`config.mk`:
```
export PLATFORM = sky130hd
export DESIGN_NAME = gige_phy_mgmt_top
export DESIGN_NICKNAME = d
export VERILOG_FILES = /design/src/verilog/phy_mgmt_pkg.sv /design/src/verilog/gige_phy_mgmt_top.sv /design/src/verilog/phy_mgmt_apb.sv /design/src/verilog/mdio_master.sv /design/src/verilog/phy_strap_init.sv
export VERILOG_INCLUDE_DIRS = /design/src /design/src/include
export SDC_FILE = /design/constraint.sdc
export NUM_CORES = 1
export LEC_CHECK = 0
export BUFFER_PORTS_ARGS = -buffer_cell sky130_fd_sc_hd__buf_4
export CELL_PAD_IN_SITES_DETAIL_PLACEMENT = 1
export CELL_PAD_IN_SITES_GLOBAL_PLACEMENT = 2
export CORE_MARGIN = 10
export CORE_UTILIZATION = 38
export DETAILED_ROUTE_END_ITERATION = 6
export GPL_TIMING_DRIVEN = 0
export PLACE_DENSITY_LB_ADDON = 0.1
export SYNTH_ARGS = -nofsm -noshare
export SYNTH_HDL_FRONTEND = slang
export SYNTH_HIERARCHICAL = 1
export SYNTH_SLANG_ARGS = --single-unit
```
`constraint.sdc`:
```
create_clock -name clk_50 -period 3.3 [get_ports clk_50]
set_input_delay 0.66 -clock clk_50 [delete_from_list [all_inputs] [get_ports clk_50]]
set_output_delay 0.66 -clock clk_50 [all_outputs]
set_load 0.02 [all_outputs]
```
`src/include/phy_mgmt_params.svh`:
```
//##########################################################
// PHY management constants
// Strap values, strap hold delay, MDC divider, APB register map
//##########################################################
`ifndef PHY_MGMT_PARAMS_SVH
`define PHY_MGMT_PARAMS_SVH

// Strap hold time in clk_50 cycles, 100 us
`define PHY_STRAP_DELAY     13'd5000
// MDIO address strapped into the PHY, also used as PHYAD in every frame
`define PHY_STRAP_ADDR      5'd1
// GMII/MII mode
`define PHY_STRAP_MODE      4'd1
// 125 MHz clock output enable
`define PHY_STRAP_CLK125    1'b1

// clk_50 cycles per MDC half period, MDC at 2.5 MHz
`define MDC_HALF_DIV        4'd10
`define MDIO_PREAMBLE_BITS  6'd32

// APB register map
`define APB_ADDR_W          4
`define REG_CTRL            4'h0
`define REG_WDATA           4'h4
`define REG_RDATA           4'h8
`define REG_STATUS          4'hC

`endif
```
`src/verilog/phy_mgmt_pkg.sv`:
```
//##########################################################
// PHY management types
// State and opcode enums for strap sequencer and MDIO engine
//##########################################################
package phy_mgmt_pkg;

	// Power-up strap sequence
	typedef enum logic [1:0] {
		ST_RESET  = 2'd0,
		ST_CONFIG = 2'd1,
		ST_HOLD   = 2'd2,
		ST_READY  = 2'd3
	} strap_state_e;

	// Clause-22 OP field
	typedef enum logic [1:0] {
		MDIO_OP_WRITE = 2'b01,
		MDIO_OP_READ  = 2'b10
	} mdio_op_e;

	// MDIO frame phases
	typedef enum logic [2:0] {
		MD_IDLE,
		MD_PREAMBLE,
		MD_HEADER,
		MD_TURNAROUND,
		MD_DATA,
		MD_DONE
	} mdio_state_e;

endpackage

```
`src/verilog/gige_phy_mgmt_top.sv`:
```
//##########################################################
// GigE PHY management top level
// Strap sequencer, MDIO master and APB registers
//##########################################################
`timescale 1ns/1ns
`include "phy_mgmt_params.svh"

module gige_phy_mgmt_top import phy_mgmt_pkg::*; (
	input  logic                   clk_50,
	input  logic                   reset_n,
	// APB
	input  logic [`APB_ADDR_W-1:0] paddr,
	input  logic                   psel,
	input  logic                   penable,
	input  logic                   pwrite,
	input  logic [31:0]            pwdata,
	output logic [31:0]            prdata,
	output logic                   pready,
	output logic                   pslverr,
	// PHY reset and straps
	output logic                   phy_rst_n,
	output logic                   strap_oe,
	output logic [3:0]             strap_mode,
	output logic                   strap_clk125,
	output logic [4:0]             strap_addr,
	// MDIO, split tristate
	output logic                   mdc,
	output logic                   mdio_out,
	output logic                   mdio_oe,
	input  logic                   mdio_in
);

	logic        phy_ready;
	logic        start;
	logic        busy;
	logic        done;
	mdio_op_e    op;
	logic [4:0]  reg_addr;
	logic [15:0] wr_data;
	logic [15:0] rd_data;

	phy_strap_init i_phy_strap_init (
		.clk_50       (clk_50),
		.reset_n      (reset_n),
		.phy_rst_n    (phy_rst_n),
		.strap_oe     (strap_oe),
		.strap_mode   (strap_mode),
		.strap_clk125 (strap_clk125),
		.strap_addr   (strap_addr),
		.phy_ready    (phy_ready)
	);

	mdio_master i_mdio_master (
		.clk_50   (clk_50),
		.reset_n  (reset_n),
		.start    (start),
		.op       (op),
		.reg_addr (reg_addr),
		.wr_data  (wr_data),
		.busy     (busy),
		.done     (done),
		.rd_data  (rd_data),
		.mdc      (mdc),
		.mdio_out (mdio_out),
		.mdio_oe  (mdio_oe),
		.mdio_in  (mdio_in)
	);

	phy_mgmt_apb i_phy_mgmt_apb (
		.clk_50    (clk_50),
		.reset_n   (reset_n),
		.paddr     (paddr),
		.psel      (psel),
		.penable   (penable),
		.pwrite    (pwrite),
		.pwdata    (pwdata),
		.prdata    (prdata),
		.pready    (pready),
		.pslverr   (pslverr),
		.phy_ready (phy_ready),
		.busy      (busy),
		.done      (done),
		.rd_data   (rd_data),
		.start     (start),
		.op        (op),
		.reg_addr  (reg_addr),
		.wr_data   (wr_data)
	);

endmodule

```
`src/verilog/phy_mgmt_apb.sv`:
```
//##########################################################
// PHY management APB register block
// CTRL, WDATA, RDATA and STATUS, launches MDIO frames
//##########################################################
`timescale 1ns/1ns
`include "phy_mgmt_params.svh"

module phy_mgmt_apb import phy_mgmt_pkg::*; (
	input  logic                   clk_50,
	input  logic                   reset_n,
	input  logic [`APB_ADDR_W-1:0] paddr,
	input  logic                   psel,
	input  logic                   penable,
	input  logic                   pwrite,
	input  logic [31:0]            pwdata,
	output logic [31:0]            prdata,
	output logic                   pready,
	output logic                   pslverr,
	input  logic                   phy_ready,
	input  logic                   busy,
	input  logic                   done,
	input  logic [15:0]            rd_data,
	output logic                   start,
	output mdio_op_e               op,
	output logic [4:0]             reg_addr,
	output logic [15:0]            wr_data
);

	logic        access;
	logic        wr_access;
	logic        hit_ctrl;
	logic        hit_wdata;
	logic        hit_rdata;
	logic        hit_status;
	logic        mapped;
	logic        frame_active;
	logic        ctrl_refused;
	logic        ctrl_accept;
	logic [15:0] wdata_q;
	logic [15:0] rdata_q;
	// Sticky done flag
	logic        done_q;

	// Zero wait states, access phase is the only cycle that counts
	assign access    = psel && penable;
	assign wr_access = access && pwrite;
	assign pready    = 1'b1;

	// Address decode
	assign hit_ctrl   = (paddr == `REG_CTRL);
	assign hit_wdata  = (paddr == `REG_WDATA);
	assign hit_rdata  = (paddr == `REG_RDATA);
	assign hit_status = (paddr == `REG_STATUS);
	assign mapped     = hit_ctrl || hit_wdata || hit_rdata || hit_status;

	// Start counts as busy until the engine picks it up
	assign frame_active = busy || start;
	assign ctrl_refused = hit_ctrl && (frame_active || !phy_ready);
	assign ctrl_accept  = wr_access && hit_ctrl && !ctrl_refused;
	assign pslverr      = access && (!mapped || (pwrite && ctrl_refused));

	assign wr_data = wdata_q;

	// One-cycle start pulse
	always_ff @(posedge clk_50) begin
		if (reset_n) begin
			start <= 1'b0;
		end else begin
			start <= ctrl_accept;
		end
	end

	// Frame fields from CTRL, bit 8 picks read
	always_ff @(posedge clk_50) begin
		if (ctrl_accept) begin
			reg_addr <= pwdata[4:0];
			op       <= pwdata[8] ? MDIO_OP_READ : MDIO_OP_WRITE;
		end
	end

	// WDATA register
	always_ff @(posedge clk_50) begin
		if (wr_access && hit_wdata) begin
			wdata_q <= pwdata[15:0];
		end
	end

	// Keep the result of read frames only
	always_ff @(posedge clk_50) begin
		if (done && op == MDIO_OP_READ) begin
			rdata_q <= rd_data;
		end
	end

	// Done set by engine, cleared by next start
	always_ff @(posedge clk_50) begin
		if (reset_n) begin
			done_q <= 1'b0;
		end else if (start) begin
			done_q <= 1'b0;
		end else if (done) begin
			done_q <= 1'b1;
		end
	end

	// Read mux
	always_comb begin
		prdata = 32'd0;
		if (psel && !pwrite) begin
			case (paddr)
			`REG_CTRL:   prdata = {23'd0, op == MDIO_OP_READ, 3'd0, reg_addr};
			`REG_WDATA:  prdata = {16'd0, wdata_q};
			`REG_RDATA:  prdata = {16'd0, rdata_q};
			`REG_STATUS: prdata = {29'd0, done_q, phy_ready, frame_active};
			default:     prdata = 32'd0;
			endcase
		end
	end

endmodule

```
`src/verilog/mdio_master.sv`:
```
//##########################################################
// Clause-22 MDIO master
// MDC divider, frame serializer and read data capture
//##########################################################
`timescale 1ns/1ns
`include "phy_mgmt_params.svh"

module mdio_master import phy_mgmt_pkg::*; (
	input  logic        clk_50,
	input  logic        reset_n,
	input  logic        start,
	input  mdio_op_e    op,
	input  logic [4:0]  reg_addr,
	input  logic [15:0] wr_data,
	output logic        busy,
	output logic        done,
	output logic [15:0] rd_data,
	output logic        mdc,
	output logic        mdio_out,
	output logic        mdio_oe,
	input  logic        mdio_in
);

	mdio_state_e state;
	mdio_op_e    op_q;
	logic [3:0]  div_cnt;
	logic        running;
	logic        half_end;
	logic        rise_tick;
	logic        fall_tick;
	// Index of the bit currently on the line, 0..63
	logic [5:0]  bit_cnt;
	logic [5:0]  next_bit;
	// ST, OP, PHYAD, REGAD, TA, DATA
	logic [31:0] frame_sh;
	logic [1:0]  ta_bits;

	assign running   = state inside {MD_PREAMBLE, MD_HEADER, MD_TURNAROUND, MD_DATA};
	assign half_end  = running && (div_cnt == `MDC_HALF_DIV - 4'd1);
	// MDC is about to toggle, so the tick names the coming edge
	assign rise_tick = half_end && !mdc;
	assign fall_tick = half_end && mdc;
	assign next_bit  = bit_cnt + 6'd1;

	// Busy from the cycle after start through MD_DONE
	assign busy = (state != MD_IDLE);
	assign done = (state == MD_DONE);

	// Write TA is 10, read drives the first TA bit high then releases
	assign ta_bits = (op == MDIO_OP_WRITE) ? 2'b10 : 2'b11;

	// MDC divider, parked low outside a frame
	always_ff @(posedge clk_50) begin
		if (reset_n) begin
			div_cnt <= 4'd0;
			mdc     <= 1'b0;
		end else if (!running) begin
			div_cnt <= 4'd0;
			mdc     <= 1'b0;
		end else if (half_end) begin
			div_cnt <= 4'd0;
			mdc     <= ~mdc;
		end else begin
			div_cnt <= div_cnt + 4'd1;
		end
	end

	// Frame FSM, line updates ride the falling MDC edge
	always_ff @(posedge clk_50) begin
		if (reset_n) begin
			state    <= MD_IDLE;
			bit_cnt  <= 6'd0;
			mdio_out <= 1'b1;
			mdio_oe  <= 1'b0;
		end else begin
			case (state)
			MD_IDLE: begin
				if (start) begin
					// First preamble bit goes out right away
					state    <= MD_PREAMBLE;
					bit_cnt  <= 6'd0;
					mdio_out <= 1'b1;
					mdio_oe  <= 1'b1;
				end
			end
			MD_PREAMBLE, MD_HEADER, MD_TURNAROUND, MD_DATA: begin
				if (fall_tick) begin
					bit_cnt <= next_bit;
					if (bit_cnt == 6'd63) begin
						// 64th MDC period done
						state    <= MD_DONE;
						mdio_oe  <= 1'b0;
						mdio_out <= 1'b1;
					end else begin
						if (next_bit < `MDIO_PREAMBLE_BITS) begin
							mdio_out <= 1'b1;
						end else begin
							mdio_out <= frame_sh[31];
						end
						if (next_bit == `MDIO_PREAMBLE_BITS) begin
							state <= MD_HEADER;
						end
						// ST+OP+PHYAD+REGAD is 14 bits
						if (next_bit == `MDIO_PREAMBLE_BITS + 6'd14) begin
							state <= MD_TURNAROUND;
						end
						if (next_bit == `MDIO_PREAMBLE_BITS + 6'd16) begin
							state <= MD_DATA;
						end
						// PHY owns the line from second TA bit on a read
						if (next_bit == `MDIO_PREAMBLE_BITS + 6'd15 &&
						    op_q == MDIO_OP_READ) begin
							mdio_oe <= 1'b0;
						end
					end
				end
			end
			MD_DONE: begin
				state <= MD_IDLE;
			end
			default: begin
				state <= MD_IDLE;
			end
			endcase
		end
	end

	// Frame shifter, MSB goes out next
	always_ff @(posedge clk_50) begin
		if (state == MD_IDLE && start) begin
			op_q     <= op;
			frame_sh <= {2'b01, op, `PHY_STRAP_ADDR, reg_addr, ta_bits, wr_data};
		end else if (fall_tick && next_bit >= `MDIO_PREAMBLE_BITS) begin
			frame_sh <= {frame_sh[30:0], 1'b0};
		end
	end

	// Read data sampled on rising MDC, MSB first
	always_ff @(posedge clk_50) begin
		if (rise_tick && state == MD_DATA && op_q == MDIO_OP_READ) begin
			rd_data <= {rd_data[14:0], mdio_in};
		end
	end

endmodule

```
`src/verilog/phy_strap_init.sv`:
```
//##########################################################
// PHY strap sequencer
// Pulses PHY hardware reset, drives the config straps,
// holds them for the strap delay and then flags PHY ready
//##########################################################
`timescale 1ns/1ns
`include "phy_mgmt_params.svh"

module phy_strap_init import phy_mgmt_pkg::*; (
	input  logic       clk_50,
	input  logic       reset_n,
	output logic       phy_rst_n,
	output logic       strap_oe,
	output logic [3:0] strap_mode,
	output logic       strap_clk125,
	output logic [4:0] strap_addr,
	output logic       phy_ready
);

	strap_state_e state;
	// Counts clk_50 cycles while straps are held
	logic [12:0]  hold_cnt;

	// Sequencer
	always_ff @(posedge clk_50) begin
		if (reset_n) begin
			state     <= ST_RESET;
			phy_rst_n <= 1'b1;
			strap_oe  <= 1'b0;
			phy_ready <= 1'b0;
			hold_cnt  <= 13'd0;
		end else begin
			case (state)
			ST_RESET: begin
				// Assert PHY reset and take over the strap pins
				phy_rst_n <= 1'b0;
				strap_oe  <= 1'b1;
				state     <= ST_CONFIG;
			end
			ST_CONFIG: begin
				// PHY leaves reset and samples the straps
				phy_rst_n <= 1'b1;
				hold_cnt  <= 13'd0;
				state     <= ST_HOLD;
			end
			ST_HOLD: begin
				hold_cnt <= hold_cnt + 13'd1;
				// Release the pins on the last hold cycle
				if (hold_cnt == `PHY_STRAP_DELAY - 13'd1) begin
					strap_oe <= 1'b0;
					state    <= ST_READY;
				end
			end
			ST_READY: begin
				// Stays ready until the next reset
				phy_ready <= 1'b1;
			end
			default: begin
				state <= ST_RESET;
			end
			endcase
		end
	end

	// Straps carry the header values while driven
	// Pins read as zero while not driven
	assign strap_mode   = strap_oe ? `PHY_STRAP_MODE : 4'd0;
	assign strap_clk125 = strap_oe ? `PHY_STRAP_CLK125 : 1'b0;
	assign strap_addr   = strap_oe ? `PHY_STRAP_ADDR : 5'd0;

endmodule

```
==> impl_metrics.ini, run 1 <==
[global_route]
overflow = 0
grt_usage_pct = 14.1
grt_pass1_vias = 3993
grt_max_degree = 26
antenna_found_initial = 0
grt_pass1_wl_um = 22200

[timing]
setup_viol = 0
finalSetupTns_ns = 0
skew_ns = 0.0174
worstMarginPinSlew_ns = 1.07
final.setup.worst_slack_ns = 0.471
finalCritPeriodShare_pct = 85.7
relSlewSlack_pct = 28.2
whs_ns = 0.415
hold_violations = 0
finalMaxSlewViolations = 0
rsz0062_at_grt = false
period_needed_ns = 2.83
max_clock_freq_mhz = 353

[critical_path]
cpMostUsedCell = buf_4
crit_path_start = paddr[2]
path_max_fanout = 7
worstPathBufferInverterCount = 2
slowest_stage = nor3_1
r2r_end = i_mdio_master/frame_sh[1]$_DFFE_PP_
endpoint_kind = output port
max_stage_delay_ns = 0.69
r2r_cells = 7
arrival_ns = 2.17
r2r-start = i_mdio_master/div_cnt[0]$_SDFF_PP0_
cpLargestDelayFamily = simple AND/OR/NAND/NOR gates
critPathKind = in -> out
reg2reg_slack_ns = 0.52
worstPathRequired_ns = 2.64
startpoint_type = input port
cp_cell_sequence = buf_4, nor3_1, o21ai_0, a21oi_1, buf_4

[synthesis]
synth_edf_count = 82
syn_area_mm2 = 0.00563
netlist_top_cells_area = edfxtp_1, dfxtp_1, nor2_1
netlist_instances = 467
syn_avg_cell_area_um2 = 12.1
synthFlopType = edfxtp_1
ys_seq_elements = 125
async_flop_share_pct = 0
yosysWarnings = 6
yosysSeqAreaShare_pct = 59.0
ys_types = 66
yosysTopAreaCell = edfxtp_1
netlist.area_leader.share_pct = 43.7

[clock_network]
htree_levels = 4
post_cts_resized = 0
cts.sinks = 125
cts_setup_buffers = 0
cts.path.max_buffers = 2
holdBufCountCts = 0
clk_latency_ns = 0.42
clkTransAtPathRegs_ns = 0.06
cts_made_buffers = 17
cts_tree = built
cts-root-buf = clkbuf_16

[final_layout]
fin_util_pct = 48.1
nets = 615
diodes = 0
syn_to_final_growth_pct = 24.1
nFillCells = 1564
drive_above_1_share_pct = 25.8

[floorplanning]
die_w_um = 142
dieArea_mm2 = 0.0201
rows = 44
coreArea_mm2 = 0.0145
die_y_um = 142
io_pins = 91
initial_core_util_pct = 38.8

[placement]
globalplace.congestion = 0.773
dp_hpwl_um = 10200
dp_slack_ns = 0.311
port_buffers = 50

[detailed_routing]
drc_errors = 0
vias_per_cell = 5.07
vias = 3840
firstDrtPassIters = 4
drt_wl_total_um = 13700
post_drt_wl_per_cell_um = 18.1
dr.first_iter.drc_count = 259
ant_nets = 0

[power]
power_density_mw_per_mm2 = 590
peakVddDrop_uv = 474
power_leakage_nw = 2.68

[min_path]
min_path_type = in -> reg
min_to = i_phy_mgmt_apb/wr_data[14]$_DFFE_PP_
min_from = pwdata[14]
hold_path_depth = 1

[flow_run]
cap_violations = 0

[outcome]
status = completed
where the power goes:
group	internal [mW]	total, mW	switching [mW]	leakage (nW)
Clock	1.28	2.00	0.722	0.307
Combinational	0.175	0.400	0.225	1.23
Sequential	1.69	1.73	0.0393	1.15
cells by family after synthesis:
logic type | synth area share (%)
flip-flops | 59.0
multiplexers | 3.00
adder cells (fa/ha/maj) | 2.89
XOR/XNOR | 2.18
other | 0.200
AO/OA/AOI/OAI | 10.7
AND/OR/NAND/NOR | 15.4
buffers and inverters | 6.57
per-stage QoR:
stage               cell area [um^2]  power, mW  std cells
floorplan                       5710       2.03        488
global route                    6990       4.30        757
finish                          6990       4.13        757
global placement                6320       2.15        722
CTS                             6990       4.18        757
detailed placement              6360       2.17        725
worst max-delay path by stage:
stage,endpoint,slack [ns],cells after the start
after floorplan,i_mdio_master/rd_data[0]$_DFFE_PP_,0.52,3
after global placement,i_mdio_master/rd_data[12]$_DFFE_PP_,-0.50,3
after detailed placement,i_phy_mgmt_apb/reg_addr[4]$_DFFE_PP_,0.31,4
after CTS,prdata[8],0.46,5
after global routing,i_mdio_master/frame_sh[10]$_DFFE_PP_,0.31,7
final,prdata[8],0.47,5
state kept, by name, summed over array words and instances (netlist names), 3 cells and up:
register / count
i_mdio_master/bit_cnt: 6
i_mdio_master/div_cnt: 4
i_phy_mgmt_apb/wr_data: 16
i_phy_strap_init/hold_cnt: 13
i_phy_mgmt_apb/rdata_q: 16
i_mdio_master/rd_data: 16
i_phy_mgmt_apb/reg_addr: 5
i_mdio_master/state: 3
i_mdio_master/frame_sh: 32
cell usage in the layout (no fill, tap or decap), types with 7 or more instances in the layout:
master      n
and3_1      7
nand2_1    21
conb_1     24
nor3_1      9
xor2_1     10
dfxtp_1    43
clkbuf_16  17
o21ai_0     9
a22oi_1    13
a22o_1     22
mux2i_1     9
ha_1       13
a21oi_1    12
nor2_1     56
inv_1      15
buf_4      79
edfxtp_1   82
buf_2       8
nand4_1     9
nand3_1     9
layout make-up:
class                   count  area [um^2]  area share [%]
flip-flops and latches    125         3320            47.5
clock buffers              17          425            6.08
well taps                 184          230            3.29
clock inverters            15          210            3.01
plain buffers              46          314            4.49
inverters                  15         56.3           0.805
multi-input cells         302         2030            29.0
repair buffers             53          402            5.74
per-layer routing:
| layer | routed length [um] | share of wire (%) | track usage [%] |
|---|---|---|---|
| met5 | 0 | 0 | 0 |
| met4 | 64 | 0.47 | 5.65 |
| met3 | 526 | 3.8 | 3.84 |
| met2 | 6530 | 48 | 21.5 |
| met1 | 6560 | 48 | 18.5 |
synthesized netlist by cell type, drive strengths merged, types with 5 or more instances:
| library cell | number |
|---|---|
| a22o | 22 |
| edfxtp | 82 |
| buf | 41 |
| inv | 15 |
| dfxtp | 43 |
| a22oi | 13 |
| nand2 | 22 |
| mux2 | 7 |
| o21ai | 10 |
| mux2i | 9 |
| nand2b | 5 |
| xor2 | 10 |
| nor2 | 56 |
| and3 | 7 |
| nand4 | 9 |
| nand3 | 11 |
| ha | 13 |
| clkbuf | 5 |
| a21oi | 13 |
| nor3 | 11 |
Note: power is estimated with default switching activity, not from simulation.
==> inputs of run 2 (changes only) <==
- CORE_UTILIZATION: 38 -> 35
- GPL_TIMING_DRIVEN: 0 -> default
==> impl_metrics.ini, run 2 (same netlist as run 1, synthesis figures left out) <==
[clock_network]
cts-root-buf = clkbuf_16
clkTransAtPathRegs_ns = 0.06
post_cts_resized = 0
htree_levels = 4
holdBufCountCts = 0
cts.path.max_buffers = 2
cts.sinks = 125
clk_latency_ns = 0.41
cts_setup_buffers = 0
cts_tree = built
cts_made_buffers = 17

[timing]
relSlewSlack_pct = 50.0
rsz0062_at_grt = false
finalSetupTns_ns = 0
hold_violations = 0
finalMaxSlewViolations = 0
skew_ns = 0.00889
final.setup.worst_slack_ns = 0.611
finalCritPeriodShare_pct = 81.5
setup_viol = 0
max_clock_freq_mhz = 372
worstMarginPinSlew_ns = 0.751
period_needed_ns = 2.69

[global_route]
antenna_found_initial = 0
overflow = 0
grt_pass1_wl_um = 21700
grt_max_degree = 34
grt_pass1_vias = 3806
grt_usage_pct = 12.7

[final_layout]
final_common_cell = edfxtp_1
fin_util_pct = 42.3
largest_reg_flops = 32
finalNonFillerCells = 748
top_register = i_mdio_master/frame_sh
nets = 574
syn_to_final_growth_pct = 18.8
drive_above_1_share_pct = 21.1
diodes = 0
final_cell_mix = edfxtp_1, buf_4, nor2_1

[floorplanning]
rows = 46
die_y_um = 147
coreArea_mm2 = 0.0158
io_pins = 91
die_w_um = 147
dieArea_mm2 = 0.0216
initial_core_util_pct = 35.6

[critical_path]
r2r-start = i_mdio_master/div_cnt[0]$_SDFF_PP0_
crit_path_start = i_mdio_master/state[2]$_SDFFE_PP0P_
path_max_fanout = 8
arrival_ns = 2.03
worstPathRequired_ns = 2.64
slowest_stage = nor3_2
startpoint_type = register
max_stage_delay_ns = 0.50
endpoint_kind = output port
cp_cell_sequence = nor3_2, inv_1, nor2_1, a2111oi_0, o21bai_1, buf_4
critPathKind = reg -> out

[placement]
dp_hpwl_um = 9480
globalplace.congestion = 0.767
post-place-cells = 716
dp_slack_ns = 0.731
port_buffers = 50

[detailed_routing]
drt_wl_total_um = 13300
post_drt_wl_per_cell_um = 17.8
drc_errors = 0
firstDrtPassIters = 4
vias = 3716
vias_per_cell = 4.97
ant_nets = 0
dr.first_iter.drc_count = 232

[power]
power_leakage_nw = 2.48
power_density_mw_per_mm2 = 583
peakVddDrop_uv = 350

[min_path]
min_from = mdio_in
min_path_type = in -> reg

[outcome]
status = completed

[flow_run]
cap_violations = 0
[run 2: worst paths after layout]
kind | end | slack (ns) | depth (start not counted)
hold / removal | i_mdio_master/rd_data[0]$_DFFE_PP_ | 0.42 | 1
setup reg to reg | i_mdio_master/frame_sh[0]$_DFFE_PP_ | 0.88 | 5
setup / recovery | pslverr | 0.61 | 6
hold reg to reg | i_phy_mgmt_apb/rdata_q[15]$_DFFE_PP_ | 0.43 | 0
[run 2: layer usage]
metal | global-route usage (%) | wire, um
met5 | 0 | 0
met4 | 5.66 | 238
met1 | 16.9 | 6410
met3 | 3.32 | 570
met2 | 18.9 | 6090
[run 2: area by class of cell]
class                      count  area, um^2
clock buffer                  22         475
clock inverter                10         103
fill                        1729        9130
inverter                      15        56.3
multi-input combinational    302        2030
sequential                   125        3320
tap                          216         270
timing repair buffer          58         435
[run 2: worst max-delay path: cells and delay by family (launching register included)]
family	cells	cell delay, ns
buffers and inverters	2	0.28
AO/OA/AOI/OAI	2	0.30
AND/OR/NAND/NOR	2	0.66
flip-flops	1	0.38
[run 2: where the power goes]
group	leakage, nW	switching [mW]	internal (mW)
clock network	0.286	0.707	1.11
registers	1.15	0.0365	1.69
logic	1.04	0.217	0.136
[run 2: through the flow]
| stage | cell area, um^2 | hold slack (ns) | power, mW |
|---|---|---|---|
| finish | 6690 | 0.425 | 3.90 |
| global route | 6690 | 0.407 | 4.08 |
| CTS | 6690 | 0.405 | 3.95 |
| detailed placement | 6120 | 0.408 | 2.12 |
| global placement | 6120 | 0.402 | 2.11 |
| floorplan | 5710 | 0.400 | 2.03 |
